$ cat src/design/mps_consts.svh
`ifndef MPS_CONSTS_SVH
`define MPS_CONSTS_SVH

// number of serial ports, 1 to 16
`define MPS_NUM_PORTS 2

// bit period in core_clk cycles out of reset
`define MPS_DEFAULT_DIV 16'd16

// byte offsets inside the 16-byte window of one port
// port index is addr[7:4], register is addr[3:2]
`define MPS_REG_DATA 4'h0
`define MPS_REG_CTRL 4'h4
`define MPS_REG_STAT 4'h8

`endif

$ cat src/design/mps_pkg.sv
package mps_pkg;

	// register select within a port window, offset 12 is unused
	typedef enum logic [1:0] {
		REG_DATA = 2'd0,
		REG_CTRL = 2'd1,
		REG_STAT = 2'd2,
		REG_NONE = 2'd3
	} mps_reg_e;

	// data register write
	typedef struct packed {
		logic [23:0] unused;
		logic [7:0]  tx_byte;
	} mps_data_view_t;

	// control register write
	typedef struct packed {
		logic        rx_irq_en;
		logic [14:0] rsvd;
		logic [15:0] divisor;
	} mps_ctrl_view_t;

	// one write word, read as data or control depending on reg select
	typedef union packed {
		mps_data_view_t data;
		mps_ctrl_view_t ctrl;
	} mps_wdata_u;

endpackage

$ cat src/design/mps_axi_decode.sv
`include "mps_consts.svh"

module mps_axi_decode (
	input  logic                      core_clk,
	input  logic                      ext_rst,
	// write address / write data
	input  logic                      awvalid_i,
	input  logic [31:0]               awaddr_i,
	output logic                      awready_o,
	input  logic                      wvalid_i,
	input  logic [31:0]               wdata_i,
	output logic                      wready_o,
	// write response
	output logic                      bvalid_o,
	output logic [1:0]                bresp_o,
	input  logic                      bready_i,
	// read address / read response
	input  logic                      arvalid_i,
	input  logic [31:0]               araddr_i,
	output logic                      arready_o,
	output logic                      rvalid_o,
	output logic [1:0]                rresp_o,
	input  logic                      rready_i,
	// to the port engines
	output logic [`MPS_NUM_PORTS-1:0] port_wr_o,
	output logic [`MPS_NUM_PORTS-1:0] port_rd_o,
	output mps_pkg::mps_reg_e         reg_sel_o,
	output mps_pkg::mps_wdata_u       wdata_o,
	// to the read collector
	output logic                      rd_pulse_o,
	output logic [3:0]                rd_port_o,
	output mps_pkg::mps_reg_e         rd_reg_o,
	output logic                      rd_err_o
);

	localparam logic [1:0] RESP_OKAY   = 2'b00;
	localparam logic [1:0] RESP_SLVERR = 2'b10;

	logic              bvalid_q;
	logic [1:0]        bresp_q;
	logic              rvalid_q;
	logic [1:0]        rresp_q;
	logic              rd_accept;
	logic              wr_accept;
	logic [3:0]        wr_port;
	logic [3:0]        rd_port;
	mps_pkg::mps_reg_e wr_reg;
	mps_pkg::mps_reg_e rd_reg;
	logic              wr_err;
	logic              rd_err;

	function automatic mps_pkg::mps_reg_e reg_decode(input logic [3:0] offset);
		case ({offset[3:2], 2'b00})
			`MPS_REG_DATA: reg_decode = mps_pkg::REG_DATA;
			`MPS_REG_CTRL: reg_decode = mps_pkg::REG_CTRL;
			`MPS_REG_STAT: reg_decode = mps_pkg::REG_STAT;
			default:       reg_decode = mps_pkg::REG_NONE;
		endcase
	endfunction

	// port beyond the build or hole at offset 12
	function automatic logic addr_err(input logic [3:0] port, input mps_pkg::mps_reg_e sel);
		addr_err = ({1'b0, port} >= 5'(`MPS_NUM_PORTS)) || (sel == mps_pkg::REG_NONE);
	endfunction

	assign wr_port = awaddr_i[7:4];
	assign rd_port = araddr_i[7:4];
	assign wr_reg  = reg_decode(awaddr_i[3:0]);
	assign rd_reg  = reg_decode(araddr_i[3:0]);
	assign wr_err  = addr_err(wr_port, wr_reg);
	assign rd_err  = addr_err(rd_port, rd_reg);

	// reads win when both channels ask in one cycle
	assign rd_accept = arvalid_i && !rvalid_q;
	assign wr_accept = awvalid_i && wvalid_i && !bvalid_q && !rd_accept;

	assign arready_o = rd_accept;
	assign awready_o = wr_accept;
	assign wready_o  = wr_accept;

	// one-hot strobes, only for legal addresses
	always_comb begin
		for (int i = 0; i < `MPS_NUM_PORTS; i++) begin
			port_wr_o[i] = wr_accept && !wr_err && (wr_port == 4'(i));
			port_rd_o[i] = rd_accept && !rd_err && (rd_port == 4'(i));
		end
	end

	assign reg_sel_o = rd_accept ? rd_reg : wr_reg;
	assign wdata_o   = wdata_i; // strobes are ignored

	assign rd_pulse_o = rd_accept;
	assign rd_port_o  = rd_port;
	assign rd_reg_o   = rd_reg;
	assign rd_err_o   = rd_err;

	// B channel
	always_ff @(posedge core_clk or posedge ext_rst) begin
		if (ext_rst) begin
			bvalid_q <= 1'b0;
			bresp_q  <= RESP_OKAY;
		end else if (wr_accept) begin
			bvalid_q <= 1'b1;
			bresp_q  <= wr_err ? RESP_SLVERR : RESP_OKAY;
		end else if (bready_i) begin
			bvalid_q <= 1'b0;
		end
	end

	// R channel, data comes from the collector
	always_ff @(posedge core_clk or posedge ext_rst) begin
		if (ext_rst) begin
			rvalid_q <= 1'b0;
			rresp_q  <= RESP_OKAY;
		end else if (rd_accept) begin
			rvalid_q <= 1'b1;
			rresp_q  <= rd_err ? RESP_SLVERR : RESP_OKAY;
		end else if (rready_i) begin
			rvalid_q <= 1'b0;
		end
	end

	assign bvalid_o = bvalid_q;
	assign bresp_o  = bresp_q;
	assign rvalid_o = rvalid_q;
	assign rresp_o  = rresp_q;

	a_bvalid_hold: assert property (@(posedge core_clk) disable iff (ext_rst)
		bvalid_o && !bready_i |=> bvalid_o)
		else $error("bvalid dropped before bready");

	a_rvalid_hold: assert property (@(posedge core_clk) disable iff (ext_rst)
		rvalid_o && !rready_i |=> rvalid_o && $stable(rresp_o))
		else $error("rvalid dropped or rresp changed before rready");

	a_wr_onehot: assert property (@(posedge core_clk) disable iff (ext_rst)
		$onehot0(port_wr_o))
		else $error("more than one port write strobe");

endmodule

$ cat src/design/mps_uart_port.sv
`include "mps_consts.svh"

module mps_uart_port (
	input  logic                core_clk,
	input  logic                ext_rst,
	input  logic                wr_i,
	input  logic                rd_i,
	input  mps_pkg::mps_reg_e   reg_sel_i,
	input  mps_pkg::mps_wdata_u wdata_i,
	input  logic                rxd_i,
	output logic                txd_o,
	output logic [7:0]          rx_byte_o,
	output logic                rx_valid_o,
	output logic                rx_overrun_o,
	output logic                tx_busy_o,
	output logic [15:0]         divisor_o,
	output logic                rx_irq_en_o
);

	localparam logic [1:0] RX_IDLE  = 2'd0;
	localparam logic [1:0] RX_START = 2'd1;
	localparam logic [1:0] RX_DATA  = 2'd2;
	localparam logic [1:0] RX_STOP  = 2'd3;

	logic [15:0] divisor_q;
	logic        rx_irq_en_q;

	logic [15:0] tx_cnt;
	logic [3:0]  tx_bits;
	logic [9:0]  tx_shift;
	logic        tx_busy_q;
	logic        tx_load;
	logic        tx_tick;

	logic [1:0]  rxd_sync;
	logic        rx_s;
	logic [1:0]  rx_state;
	logic [15:0] rx_cnt;
	logic [2:0]  rx_bits;
	logic [7:0]  rx_shift;
	logic [7:0]  rx_byte_q;
	logic        rx_valid_q;
	logic        rx_overrun_q;
	logic [15:0] half_div;
	logic        rx_tick_half;
	logic        rx_tick_full;
	logic        rx_done;
	logic        rx_clr;

	// control register
	always_ff @(posedge core_clk or posedge ext_rst) begin
		if (ext_rst) begin
			divisor_q   <= `MPS_DEFAULT_DIV;
			rx_irq_en_q <= 1'b0;
		end else if (wr_i && reg_sel_i == mps_pkg::REG_CTRL) begin
			divisor_q   <= wdata_i.ctrl.divisor;
			rx_irq_en_q <= wdata_i.ctrl.rx_irq_en;
		end
	end

	// writes while busy are dropped
	assign tx_load = wr_i && reg_sel_i == mps_pkg::REG_DATA && !tx_busy_q;
	assign tx_tick = ({1'b0, tx_cnt} + 17'd1) >= {1'b0, divisor_q};

	// stop, data lsb first, start; shifts ones in so idle line stays high
	always_ff @(posedge core_clk or posedge ext_rst) begin
		if (ext_rst) begin
			tx_shift  <= '1;
			tx_busy_q <= 1'b0;
			tx_cnt    <= '0;
			tx_bits   <= '0;
		end else if (tx_load) begin
			tx_shift  <= {1'b1, wdata_i.data.tx_byte, 1'b0};
			tx_busy_q <= 1'b1;
			tx_cnt    <= '0;
			tx_bits   <= '0;
		end else if (tx_busy_q) begin
			if (tx_tick) begin
				tx_cnt   <= '0;
				tx_shift <= {1'b1, tx_shift[9:1]};
				tx_bits  <= tx_bits + 4'd1;
				if (tx_bits == 4'd9)
					tx_busy_q <= 1'b0; // end of stop bit
			end else begin
				tx_cnt <= tx_cnt + 16'd1;
			end
		end
	end

	assign txd_o = tx_shift[0];

	// two-flop synchronizer, idles high
	always_ff @(posedge core_clk or posedge ext_rst) begin
		if (ext_rst)
			rxd_sync <= 2'b11;
		else
			rxd_sync <= {rxd_sync[0], rxd_i};
	end

	assign rx_s         = rxd_sync[1];
	assign half_div     = divisor_q >> 1;
	assign rx_tick_half = ({1'b0, rx_cnt} + 17'd1) >= {1'b0, half_div};
	assign rx_tick_full = ({1'b0, rx_cnt} + 17'd1) >= {1'b0, divisor_q};
	assign rx_done      = (rx_state == RX_STOP) && rx_tick_full && rx_s;

	always_ff @(posedge core_clk or posedge ext_rst) begin
		if (ext_rst) begin
			rx_state <= RX_IDLE;
			rx_cnt   <= '0;
			rx_bits  <= '0;
		end else begin
			case (rx_state)
				RX_IDLE: begin
					rx_cnt <= '0;
					if (!rx_s)
						rx_state <= RX_START;
				end
				RX_START: begin
					if (rx_tick_half) begin
						rx_cnt   <= '0;
						rx_bits  <= '0;
						rx_state <= rx_s ? RX_IDLE : RX_DATA; // glitch goes back to idle
					end else begin
						rx_cnt <= rx_cnt + 16'd1;
					end
				end
				RX_DATA: begin
					if (rx_tick_full) begin
						rx_cnt  <= '0;
						rx_bits <= rx_bits + 3'd1;
						if (rx_bits == 3'd7)
							rx_state <= RX_STOP;
					end else begin
						rx_cnt <= rx_cnt + 16'd1;
					end
				end
				default: begin
					// mid stop bit, a low line drops the frame
					if (rx_tick_full)
						rx_state <= RX_IDLE;
					else
						rx_cnt <= rx_cnt + 16'd1;
				end
			endcase
		end
	end

	always_ff @(posedge core_clk) begin
		if (rx_state == RX_DATA && rx_tick_full)
			rx_shift <= {rx_s, rx_shift[7:1]};
		if (rx_done)
			rx_byte_q <= rx_shift;
	end

	assign rx_clr = rd_i && reg_sel_i == mps_pkg::REG_DATA;

	// new byte beats a clearing read in the same cycle
	always_ff @(posedge core_clk or posedge ext_rst) begin
		if (ext_rst) begin
			rx_valid_q   <= 1'b0;
			rx_overrun_q <= 1'b0;
		end else if (rx_done) begin
			rx_valid_q   <= 1'b1;
			rx_overrun_q <= (rx_valid_q || rx_overrun_q) && !rx_clr;
		end else if (rx_clr) begin
			rx_valid_q   <= 1'b0;
			rx_overrun_q <= 1'b0;
		end
	end

	assign rx_byte_o    = rx_byte_q;
	assign rx_valid_o   = rx_valid_q;
	assign rx_overrun_o = rx_overrun_q;
	assign tx_busy_o    = tx_busy_q;
	assign divisor_o    = divisor_q;
	assign rx_irq_en_o  = rx_irq_en_q;

	a_tx_idle_high: assert property (@(posedge core_clk) disable iff (ext_rst)
		!tx_busy_o |-> txd_o)
		else $error("txd low while transmitter idle");

endmodule

$ cat src/design/mps_result.sv
`include "mps_consts.svh"

module mps_result (
	input  logic                            core_clk,
	input  logic                            ext_rst,
	input  logic                            rd_pulse_i,
	input  logic [3:0]                      rd_port_i,
	input  mps_pkg::mps_reg_e               rd_reg_i,
	input  logic                            rd_err_i,
	input  logic [`MPS_NUM_PORTS-1:0][7:0]  rx_byte_i,
	input  logic [`MPS_NUM_PORTS-1:0]       rx_valid_i,
	input  logic [`MPS_NUM_PORTS-1:0]       rx_overrun_i,
	input  logic [`MPS_NUM_PORTS-1:0]       tx_busy_i,
	input  logic [`MPS_NUM_PORTS-1:0][15:0] divisor_i,
	input  logic [`MPS_NUM_PORTS-1:0]       rx_irq_en_i,
	output logic [31:0]                     rdata_o,
	output logic                            intr_request_o
);

	logic [7:0]  sel_byte;
	logic        sel_valid;
	logic        sel_overrun;
	logic        sel_busy;
	logic [15:0] sel_div;
	logic        sel_irq_en;
	logic [31:0] rd_word;
	logic [31:0] rdata_q;
	logic        intr_q;

	// pick the addressed port
	always_comb begin
		sel_byte    = '0;
		sel_valid   = 1'b0;
		sel_overrun = 1'b0;
		sel_busy    = 1'b0;
		sel_div     = '0;
		sel_irq_en  = 1'b0;
		for (int i = 0; i < `MPS_NUM_PORTS; i++) begin
			if (rd_port_i == 4'(i)) begin
				sel_byte    = rx_byte_i[i];
				sel_valid   = rx_valid_i[i];
				sel_overrun = rx_overrun_i[i];
				sel_busy    = tx_busy_i[i];
				sel_div     = divisor_i[i];
				sel_irq_en  = rx_irq_en_i[i];
			end
		end
	end

	always_comb begin
		case (rd_reg_i)
			mps_pkg::REG_DATA: rd_word = {24'b0, sel_byte};
			mps_pkg::REG_CTRL: rd_word = {sel_irq_en, 15'b0, sel_div};
			mps_pkg::REG_STAT: rd_word = {29'b0, sel_overrun, sel_valid, sel_busy};
			default:           rd_word = '0;
		endcase
		if (rd_err_i)
			rd_word = '0;
	end

	// held until the next accepted read
	always_ff @(posedge core_clk) begin
		if (rd_pulse_i)
			rdata_q <= rd_word;
	end

	always_ff @(posedge core_clk or posedge ext_rst) begin
		if (ext_rst)
			intr_q <= 1'b0;
		else
			intr_q <= |(rx_valid_i & rx_irq_en_i); // any enabled port with a byte
	end

	assign rdata_o        = rdata_q;
	assign intr_request_o = intr_q;

endmodule

$ cat src/design/mps_top.sv
`include "mps_consts.svh"

module mps_top (
	input  logic                      core_clk,
	input  logic                      ext_rst,
	input  logic                      awvalid_i,
	input  logic [31:0]               awaddr_i,
	output logic                      awready_o,
	input  logic                      wvalid_i,
	input  logic [31:0]               wdata_i,
	output logic                      wready_o,
	output logic                      bvalid_o,
	output logic [1:0]                bresp_o,
	input  logic                      bready_i,
	input  logic                      arvalid_i,
	input  logic [31:0]               araddr_i,
	output logic                      arready_o,
	output logic                      rvalid_o,
	output logic [1:0]                rresp_o,
	input  logic                      rready_i,
	output logic [31:0]               rdata_o,
	output logic                      intr_request_o,
	input  logic [`MPS_NUM_PORTS-1:0] rxd_i,
	output logic [`MPS_NUM_PORTS-1:0] txd_o
);

	// decoder to ports
	logic [`MPS_NUM_PORTS-1:0]       port_wr;
	logic [`MPS_NUM_PORTS-1:0]       port_rd;
	mps_pkg::mps_reg_e               reg_sel;
	mps_pkg::mps_wdata_u             wdata;

	// decoder to collector
	logic                            rd_pulse;
	logic [3:0]                      rd_port;
	mps_pkg::mps_reg_e               rd_reg;
	logic                            rd_err;

	// ports to collector
	logic [`MPS_NUM_PORTS-1:0][7:0]  rx_byte;
	logic [`MPS_NUM_PORTS-1:0]       rx_valid;
	logic [`MPS_NUM_PORTS-1:0]       rx_overrun;
	logic [`MPS_NUM_PORTS-1:0]       tx_busy;
	logic [`MPS_NUM_PORTS-1:0][15:0] divisor;
	logic [`MPS_NUM_PORTS-1:0]       rx_irq_en;

	mps_axi_decode u_decode (
		.core_clk   (core_clk),
		.ext_rst    (ext_rst),
		.awvalid_i  (awvalid_i),
		.awaddr_i   (awaddr_i),
		.awready_o  (awready_o),
		.wvalid_i   (wvalid_i),
		.wdata_i    (wdata_i),
		.wready_o   (wready_o),
		.bvalid_o   (bvalid_o),
		.bresp_o    (bresp_o),
		.bready_i   (bready_i),
		.arvalid_i  (arvalid_i),
		.araddr_i   (araddr_i),
		.arready_o  (arready_o),
		.rvalid_o   (rvalid_o),
		.rresp_o    (rresp_o),
		.rready_i   (rready_i),
		.port_wr_o  (port_wr),
		.port_rd_o  (port_rd),
		.reg_sel_o  (reg_sel),
		.wdata_o    (wdata),
		.rd_pulse_o (rd_pulse),
		.rd_port_o  (rd_port),
		.rd_reg_o   (rd_reg),
		.rd_err_o   (rd_err)
	);

	for (genvar i = 0; i < `MPS_NUM_PORTS; i++) begin : g_port
		mps_uart_port u_port (
			.core_clk     (core_clk),
			.ext_rst      (ext_rst),
			.wr_i         (port_wr[i]),
			.rd_i         (port_rd[i]),
			.reg_sel_i    (reg_sel),
			.wdata_i      (wdata),
			.rxd_i        (rxd_i[i]),
			.txd_o        (txd_o[i]),
			.rx_byte_o    (rx_byte[i]),
			.rx_valid_o   (rx_valid[i]),
			.rx_overrun_o (rx_overrun[i]),
			.tx_busy_o    (tx_busy[i]),
			.divisor_o    (divisor[i]),
			.rx_irq_en_o  (rx_irq_en[i])
		);
	end

	mps_result u_result (
		.core_clk       (core_clk),
		.ext_rst        (ext_rst),
		.rd_pulse_i     (rd_pulse),
		.rd_port_i      (rd_port),
		.rd_reg_i       (rd_reg),
		.rd_err_i       (rd_err),
		.rx_byte_i      (rx_byte),
		.rx_valid_i     (rx_valid),
		.rx_overrun_i   (rx_overrun),
		.tx_busy_i      (tx_busy),
		.divisor_i      (divisor),
		.rx_irq_en_i    (rx_irq_en),
		.rdata_o        (rdata_o),
		.intr_request_o (intr_request_o)
	);

endmodule

$ cat config.mk
export PLATFORM = sky130hd
export DESIGN_NAME = mps_top
export DESIGN_NICKNAME = d
export VERILOG_FILES = /design/src/design/mps_pkg.sv /design/src/design/mps_axi_decode.sv /design/src/design/mps_uart_port.sv /design/src/design/mps_result.sv /design/src/design/mps_top.sv
export VERILOG_INCLUDE_DIRS = /design/src /design/src/design
export SDC_FILE = /design/constraint.sdc
export NUM_CORES = 1
export LEC_CHECK = 0
export BUFFER_PORTS_ARGS = -buffer_cell sky130_fd_sc_hd__clkbuf_2
export CORE_ASPECT_RATIO = 0.9
export CORE_MARGIN = 2
export CORE_UTILIZATION = 45
export CTS_BUF_LIST = sky130_fd_sc_hd__clkbuf_8
export CTS_CLUSTER_SIZE = 16
export DETAILED_ROUTE_END_ITERATION = 12
export PLACE_DENSITY_LB_ADDON = 0.08
export REMOVE_ABC_BUFFERS = 1
export SETUP_SLACK_MARGIN = 0.3
export SLEW_MARGIN = 30
export SYNTH_ARGS = -nofsm -noshare
export SYNTH_HDL_FRONTEND = slang
export SYNTH_SLANG_ARGS = --single-unit
$ cat constraint.sdc
create_clock -name core_clk -period 4.7 [get_ports core_clk]
set_clock_uncertainty 0.2 [all_clocks]
set_input_delay 0 -clock core_clk [delete_from_list [all_inputs] [get_ports core_clk]]
set_output_delay 0 -clock core_clk [all_outputs]
set_load 0.02 [all_outputs]
# Word-level counts from Yosys, hierarchy flattened
# Cells that the tools add are included.
[word_totals]
reg_bits = 217
latch_bits = 0
mem_bits_rw = 0
rom_bits = 0
in_bits = 105
elab_cells = 234
mem_count = 0
[classes]
addsub = 12
multipliers = 0
n_div = 0
magnitude_cmp = 8
eq_ne = 31
shift = 0
n_mux = 82
bitwise = 1
n_reduce_logical = 66
[ops]
columns = ["operator", "n"]
rows = [
  ["two-way mux 16 bit", 14],
  ["case mux 16 bit (3 select lines)", 2],
  ["case mux 32 bit (3 select lines)", 1],
  ["adder 16 x 1 -> 17 bit, second input constant", 4],
  ["greater-or-equal comparator 17 x 16 -> 1 bit", 4],
  ["adder 16 x 1 -> 16 bit, second input constant", 4],
  ["two-way mux 10 bit", 6],
  ["greater-or-equal comparator 17 x 15 -> 1 bit", 2],
  ["two-way mux 2 bit", 15],
  ["logical AND 1 bit", 26],
  ["two-way mux 1 bit", 26],
  ["two-way mux 4 bit", 6],
  ["case mux 2 bit (3 select lines)", 4],
  ["nonzero test 2 bit", 10],
  ["== test 2 bit, second input constant", 9],
  ["two-way mux 8 bit", 2],
  ["== test 2 x 1 -> 1 bit, second input constant", 6],
  ["zero test 2 bit", 6],
  ["two-way mux 3 bit", 4],
  ["inequality test 2 x 1 -> 1 bit, second input constant", 6],
  ["case mux 3 bit (2 select lines)", 2],
  ["AND reduction 5 bit", 2],
  ["zero test 1 bit", 9],
  ["adder 4 x 1 -> 4 bit, second input constant", 2],
  ["14 further kinds", 28],
]

# Depth between registers and ports, before layout
[logic_depth]
word_depth = 11
ltp_mapped = 15
ltp_nobuf = 14

# Cells and area by module
# From an unflattened synthesis, not the netlist that was laid out.
[hier_totals]
hier_cells = 1193
hier_area_um2 = 12456.9
[by_module_without_submodules]
columns = ["module", "n_inst", "cells_each", "area_each_um2", "seq_area_each_um2"]
rows = [
  ["mps_uart_port at g_port[0].u_port", 1, 544, 5574.1, 2297.2],
  ["mps_uart_port at g_port[1].u_port", 1, 478, 5129.9, 2297.2],
  ["mps_result", 1, 102, 1167.4, 535.5],
  ["mps_axi_decode", 1, 69, 585.6, 100.1],
]

# Worst setup path after synthesis
# Ideal clock, no wire load.
[synth_timing]
path_kind = "register to register"
start = "register g_port[1].u_port.tx_cnt[0]"
end = "register g_port[1].u_port.tx_shift[2]"
setup_ns = 0.077
t_arrival_ns = 3.432
t_required_ns = 4.423
setup_slack_ns = 0.991
stages_incl_launch_ff = 15
n_path_buf = 1
period_less_slack_ns = 3.709
path_cell_list = "dfrtp_1 ha_1 and3_1 nand2_1 or4_1 nand2_1 ha_1 and4_1 and4_1 a41oi_2 o21ai_0 o311a_1 buf_2 a22o_1 a21o_1"
[synth_between]
elab_chain_cells = 4
[synth_lines]
columns = ["element", "line_no", "source"]
rows = [
  ["start: declaration", "mps_uart_port.sv:28", "logic [15:0] tx_cnt;"],
  ["start signal: assignment", "mps_uart_port.sv:85", "tx_cnt <= tx_cnt + 16'd1;"],
  ["adder 16 x 1 -> 17 bit", "mps_uart_port.sv:63", "assign tx_tick = ({1'b0, tx_cnt} + 17'd1) >= {1'b0, divisor_q};"],
  ["greater-or-equal comparator 17 x 16 -> 1 bit", "mps_uart_port.sv:63", ""],
  ["nonzero test 2 bit (no source line)", "--", ""],
  ["AND reduction 2 bit (no source line)", "--", ""],
  ["end signal: assignment", "mps_uart_port.sv:73", "tx_shift <= {1'b1, wdata_i.data.tx_byte, 1'b0};"],
  ["end signal: assignment", "mps_uart_port.sv:80", "tx_shift <= {1'b1, tx_shift[9:1]};"],
  ["end: declaration", "mps_uart_port.sv:30", "logic [9:0] tx_shift;"],
]
# Every way passes these cells.
# A chain may end at the register's enable or synchronous reset.

# Worst setup path after layout
[layout_timing]
start = "register g_port[1].u_port.rx_cnt[7]"
end = "register g_port[1].u_port.rx_overrun_q"
[layout_between]
elab_chain_cells = 5
word_cells_on_any_way = 6
[layout_lines]
columns = ["element", "line_no", "source"]
rows = [
  ["start: declaration", "mps_uart_port.sv:38", "logic [15:0] rx_cnt;"],
  ["start signal: assignment", "mps_uart_port.sv:124", "rx_cnt <= rx_cnt + 16'd1;"],
  ["start signal: assignment", "mps_uart_port.sv:134", "rx_cnt <= rx_cnt + 16'd1;"],
  ["start signal: assignment", "mps_uart_port.sv:142", "rx_cnt <= rx_cnt + 16'd1;"],
  ["adder 16 x 1 -> 17 bit (*)", "mps_uart_port.sv:103", "assign rx_tick_full = ({1'b0, rx_cnt} + 17'd1) >= {1'b0, divisor_q};"],
  ["greater-or-equal comparator 17 x 16 -> 1 bit (*)", "mps_uart_port.sv:103", ""],
  ["logical AND 1 bit (*) (2 in a row)", "mps_uart_port.sv:104", "assign rx_done = (rx_state == RX_STOP) && rx_tick_full && rx_s;"],
  ["net g_port[1].u_port.rx_done", "mps_uart_port.sv:47", "logic rx_done;"],
  ["two-way mux 1 bit or nonzero test 2 bit (tied branches)", "--", ""],
  ["end signal: assignment", "mps_uart_port.sv:164", "rx_overrun_q <= (rx_valid_q || rx_overrun_q) && !rx_clr;"],
  ["end: declaration", "mps_uart_port.sv:43", "logic rx_overrun_q;"],
]
# Mark *: on every way through the listed nets, which the timed path passes. The rest lies on a longest branch.

==> metrics.txt <==
Mapped Area 12,000 µm²; top post-synthesis cells by count dfrtp_1, nand2_1, ha_1; vias in the first global route between 8,000 and 9,000; Worst Path Required 4.87 ns; synth unique cells 78; DPL Wire Length ~21,000 µm; maxcap violations 0; grt ovf 0; syn avg cell area 10.3 µm²; Die ar. 28,000 µm²; Starting Density 45.9%; worst rel slew slack 49.9%; cell row count 56; Critical Path Most Common Cell a21oi_1; PD cells 376 nW/µm²; Max Clk Rate about 240 MHz; # diodes 0; Warnings, synthesis 0; Clock Sinks around 200; largest area contributor in the netlist dfrtp_1; Crit Path Category flip-flop to flip-flop; gpl congestion about 0.81; fraction of layout cells with a size suffix above 1 15.9%; reg-to-reg slack, setup roughly 0.55 ns; total number of vias around 9,000; # nets final approximately 1,500; IO Port Bufs 64; CTS Buf Count 17; Sum Neg Setup Slack 0 ns; Vias/cell 5.36; largest net degree at the start of global routing 59; Lkg Pwr 6.31 nW; Hold Path Stages 4; fraction of registers with async set/reset roughly 75%; CP Capture Type flip-flop; max-slew violation count 0; drt wl/cell between 15 and 20 µm; clk_lat worst skew 0.49 ns; Hold Path Class primary input to flip-flop; Area contributors post-synth dfrtp_1, edfxtp_1, ha_1, dfstp_2, nand2_1; Global Route Usage Sum about a fifth; crit-path max FO 10; die boundary height 159 µm; Final ANT Viol Nets 0; Syn Inst Count 1,163; final hold vios 0; RR Endpoint g_port[1].u_port.rx_overrun_o; worst-margin pin slew 0.751 ns; Horiz. Die Dim around 180 µm; clock-pin slew on the worst setup and hold paths between 0.1 and 0.15 ns; clock root cell clkbuf_8; initial antenna violation count 0; Hold WS 0.0927 ns; DR iter-0 viols about 540; EDFF count, synth 49; Final Power 0.00516 W; core area approximately 26,000 µm²; hold_sp wdata_i[14]; final setup fails 0; hold path endpoint g_port[0].u_port.divisor_o[14]; CTS max path bufs 2; post-synth top area share around a quarter; DRC viols 0; Total Wirelength approximately 28,000 µm; 1st-pass router iterations 6; status finished clean; Critical Path Start Type flip-flop; slowest cell on the critical path dlygate4sd3_1; Worst Reg-to-Reg Cells 14; most frequent cell after synthesis dfrtp_1; global-route wire length before repair about 46,000 µm; Seq cells post-synth 198; Main synth FF type dfrtp_1; RSZ-0062 raised after global routing no; min cycle time layout 4.15 ns; period utilization about nine tenths; Max IR drop VDD approximately 0.17 mV; Crit path largest cell delay 0.59 ns; area grow syn2layout 14.5%; Core Util, Final a little over half; Seq/Total Area, Yosys a little over two fifths; worst path cell trace nand4_2 > nor2_1 > nand3_1 > or3_1 > nand2_1 > ha_1 > o21a_1 > o21ai_0 > o211ai_1 > a211o_1 > and3_2 > a21oi_1 > a21oi_1 > dlygate4sd3_1; H-tree depth 4; reg2reg start g_port[1].u_port.rx_cnt[7]; Ports 149; Worst EP arrival ~4.3 ns; TritonCTS clock tree yes
## cells in the final DEF (no fill, tap or decap), types with 16 or more instances in the layout
master / count
dfrtp_1: 123
nand2_1: 122
ha_1: 116
o21ai_0: 68
inv_1: 65
clkbuf_2: 64
dlygate4sd3_1: 60
a21oi_1: 56
nor2_1: 54
edfxtp_1: 49
xnor2_1: 43
mux2i_1: 43
a22o_1: 31
nand3_1: 31
mux2_2: 27
dfstp_2: 24
nand4_1: 23
buf_4: 20
nor2b_1: 19
a21o_1: 17
conb_1: 17
clkbuf_8: 17
a211oi_1: 16
## kinds of logic (layout without fill, tap and decap cells)
group / count (synthesis) / count (layout) / share of synthesized area, %
buffers and inverters: 116 / 242 / 4.51
XOR/XNOR: 57 / 57 / 4.16
flip-flops: 198 / 198 / 43.6
other: 1 / 17 / 0.0313
AND/OR/NAND/NOR: 346 / 346 / 14.7
adder cells (fa/ha/maj): 116 / 116 / 12.1
AO/OA/AOI/OAI: 257 / 257 / 14.4
multiplexers: 72 / 72 / 6.50
## per-stage QoR
step | instances | area [µm²] | setup WS [ns]
CTS | 1650 | 13700 | 0.343
global placement | 1558 | 12600 | 0.424
floorplan | 1129 | 11800 | 0.532
global route | 1653 | 13700 | 0.311
detailed placement | 1558 | 12600 | 0.378
finish | 1653 | 13700 | 0.546
## routing by layer
layer  vias to the layer above  track usage [%]  part of all wire (%)
met4                         0             5.56                   1.6
li1                       4440                -                     -
met1                      4303             29.9                    49
met2                        86             32.9                    47
met3                        23             3.11                   2.2
met5                         -                0                     0
## repair_timing
action                                 CTS  global route
setup endpoints to repair                0            27
hold buffers                            60             0
resized for setup                        0            12
setup buffers                            0             3
endpoints found under the hold margin  177             0
## area by class of cell
cell class                 instances  area [µm²]
fill                            2374       12400
sequential                       198        5230
tap                              348         435
clock inverter                    15         188
inverter                          66         253
timing repair buffer             144        1070
multi-input combinational        865        6310
clock buffer                      17         234
## worst max-delay path by stage
| stage | from | end | slack, ns | depth (start not counted) |
|---|---|---|---|---|
| after floorplan | ext_rst | g_port[0].u_port.divisor_o[0] | 0.53 | 1 |
| after global placement | g_port[1].u_port.rx_cnt[2] | g_port[1].u_port.rx_cnt[13] | 0.42 | 15 |
| after detailed placement | g_port[1].u_port.rx_cnt[2] | g_port[1].u_port.rx_cnt[13] | 0.38 | 15 |
| after CTS | g_port[1].u_port.rx_cnt[2] | g_port[1].u_port.rx_overrun_o | 0.34 | 15 |
| after global routing | g_port[1].u_port.rx_cnt[7] | g_port[1].u_port.rx_overrun_o | 0.31 | 14 |
| final | g_port[1].u_port.rx_cnt[7] | g_port[1].u_port.rx_overrun_o | 0.55 | 14 |
## state kept, by name, indices dropped and copies added (netlist names), 2 cells and up
name	cells
g_port.u_port.divisor_o	32
g_port.u_port.rx_cnt	32
g_port.u_port.tx_cnt	32
g_port.u_port.tx_shift	18
u_result.rdata_o	17
g_port.u_port.rx_byte_o	16
g_port.u_port.rx_shift	16
g_port.u_port.tx_bits	8
g_port.u_port.rx_bits	6
g_port.u_port.rx_state	4
g_port.u_port.rxd_sync	4
g_port.u_port.rx_irq_en_o	2
g_port.u_port.rx_overrun_o	2
g_port.u_port.rx_valid_o	2
g_port.u_port.tx_busy_o	2
## worst max-delay path: cells and delay by family, from the launching register on
family | cells | cell delay (ns)
simple gates | 6 | 1.46
fa+ha+maj | 1 | 0.27
flops | 1 | 0.46
buf+inv | 1 | 0.59
compound gates | 6 | 1.07
## power breakdown
part / switching, W / total, W / internal [W]
clock network: 0.000689 / 0.00119 / 0.000499
registers: 0.000245 / 0.00235 / 0.00211
logic: 0.000883 / 0.00162 / 0.000737
Note: power is estimated with default switching activity, not from simulation.
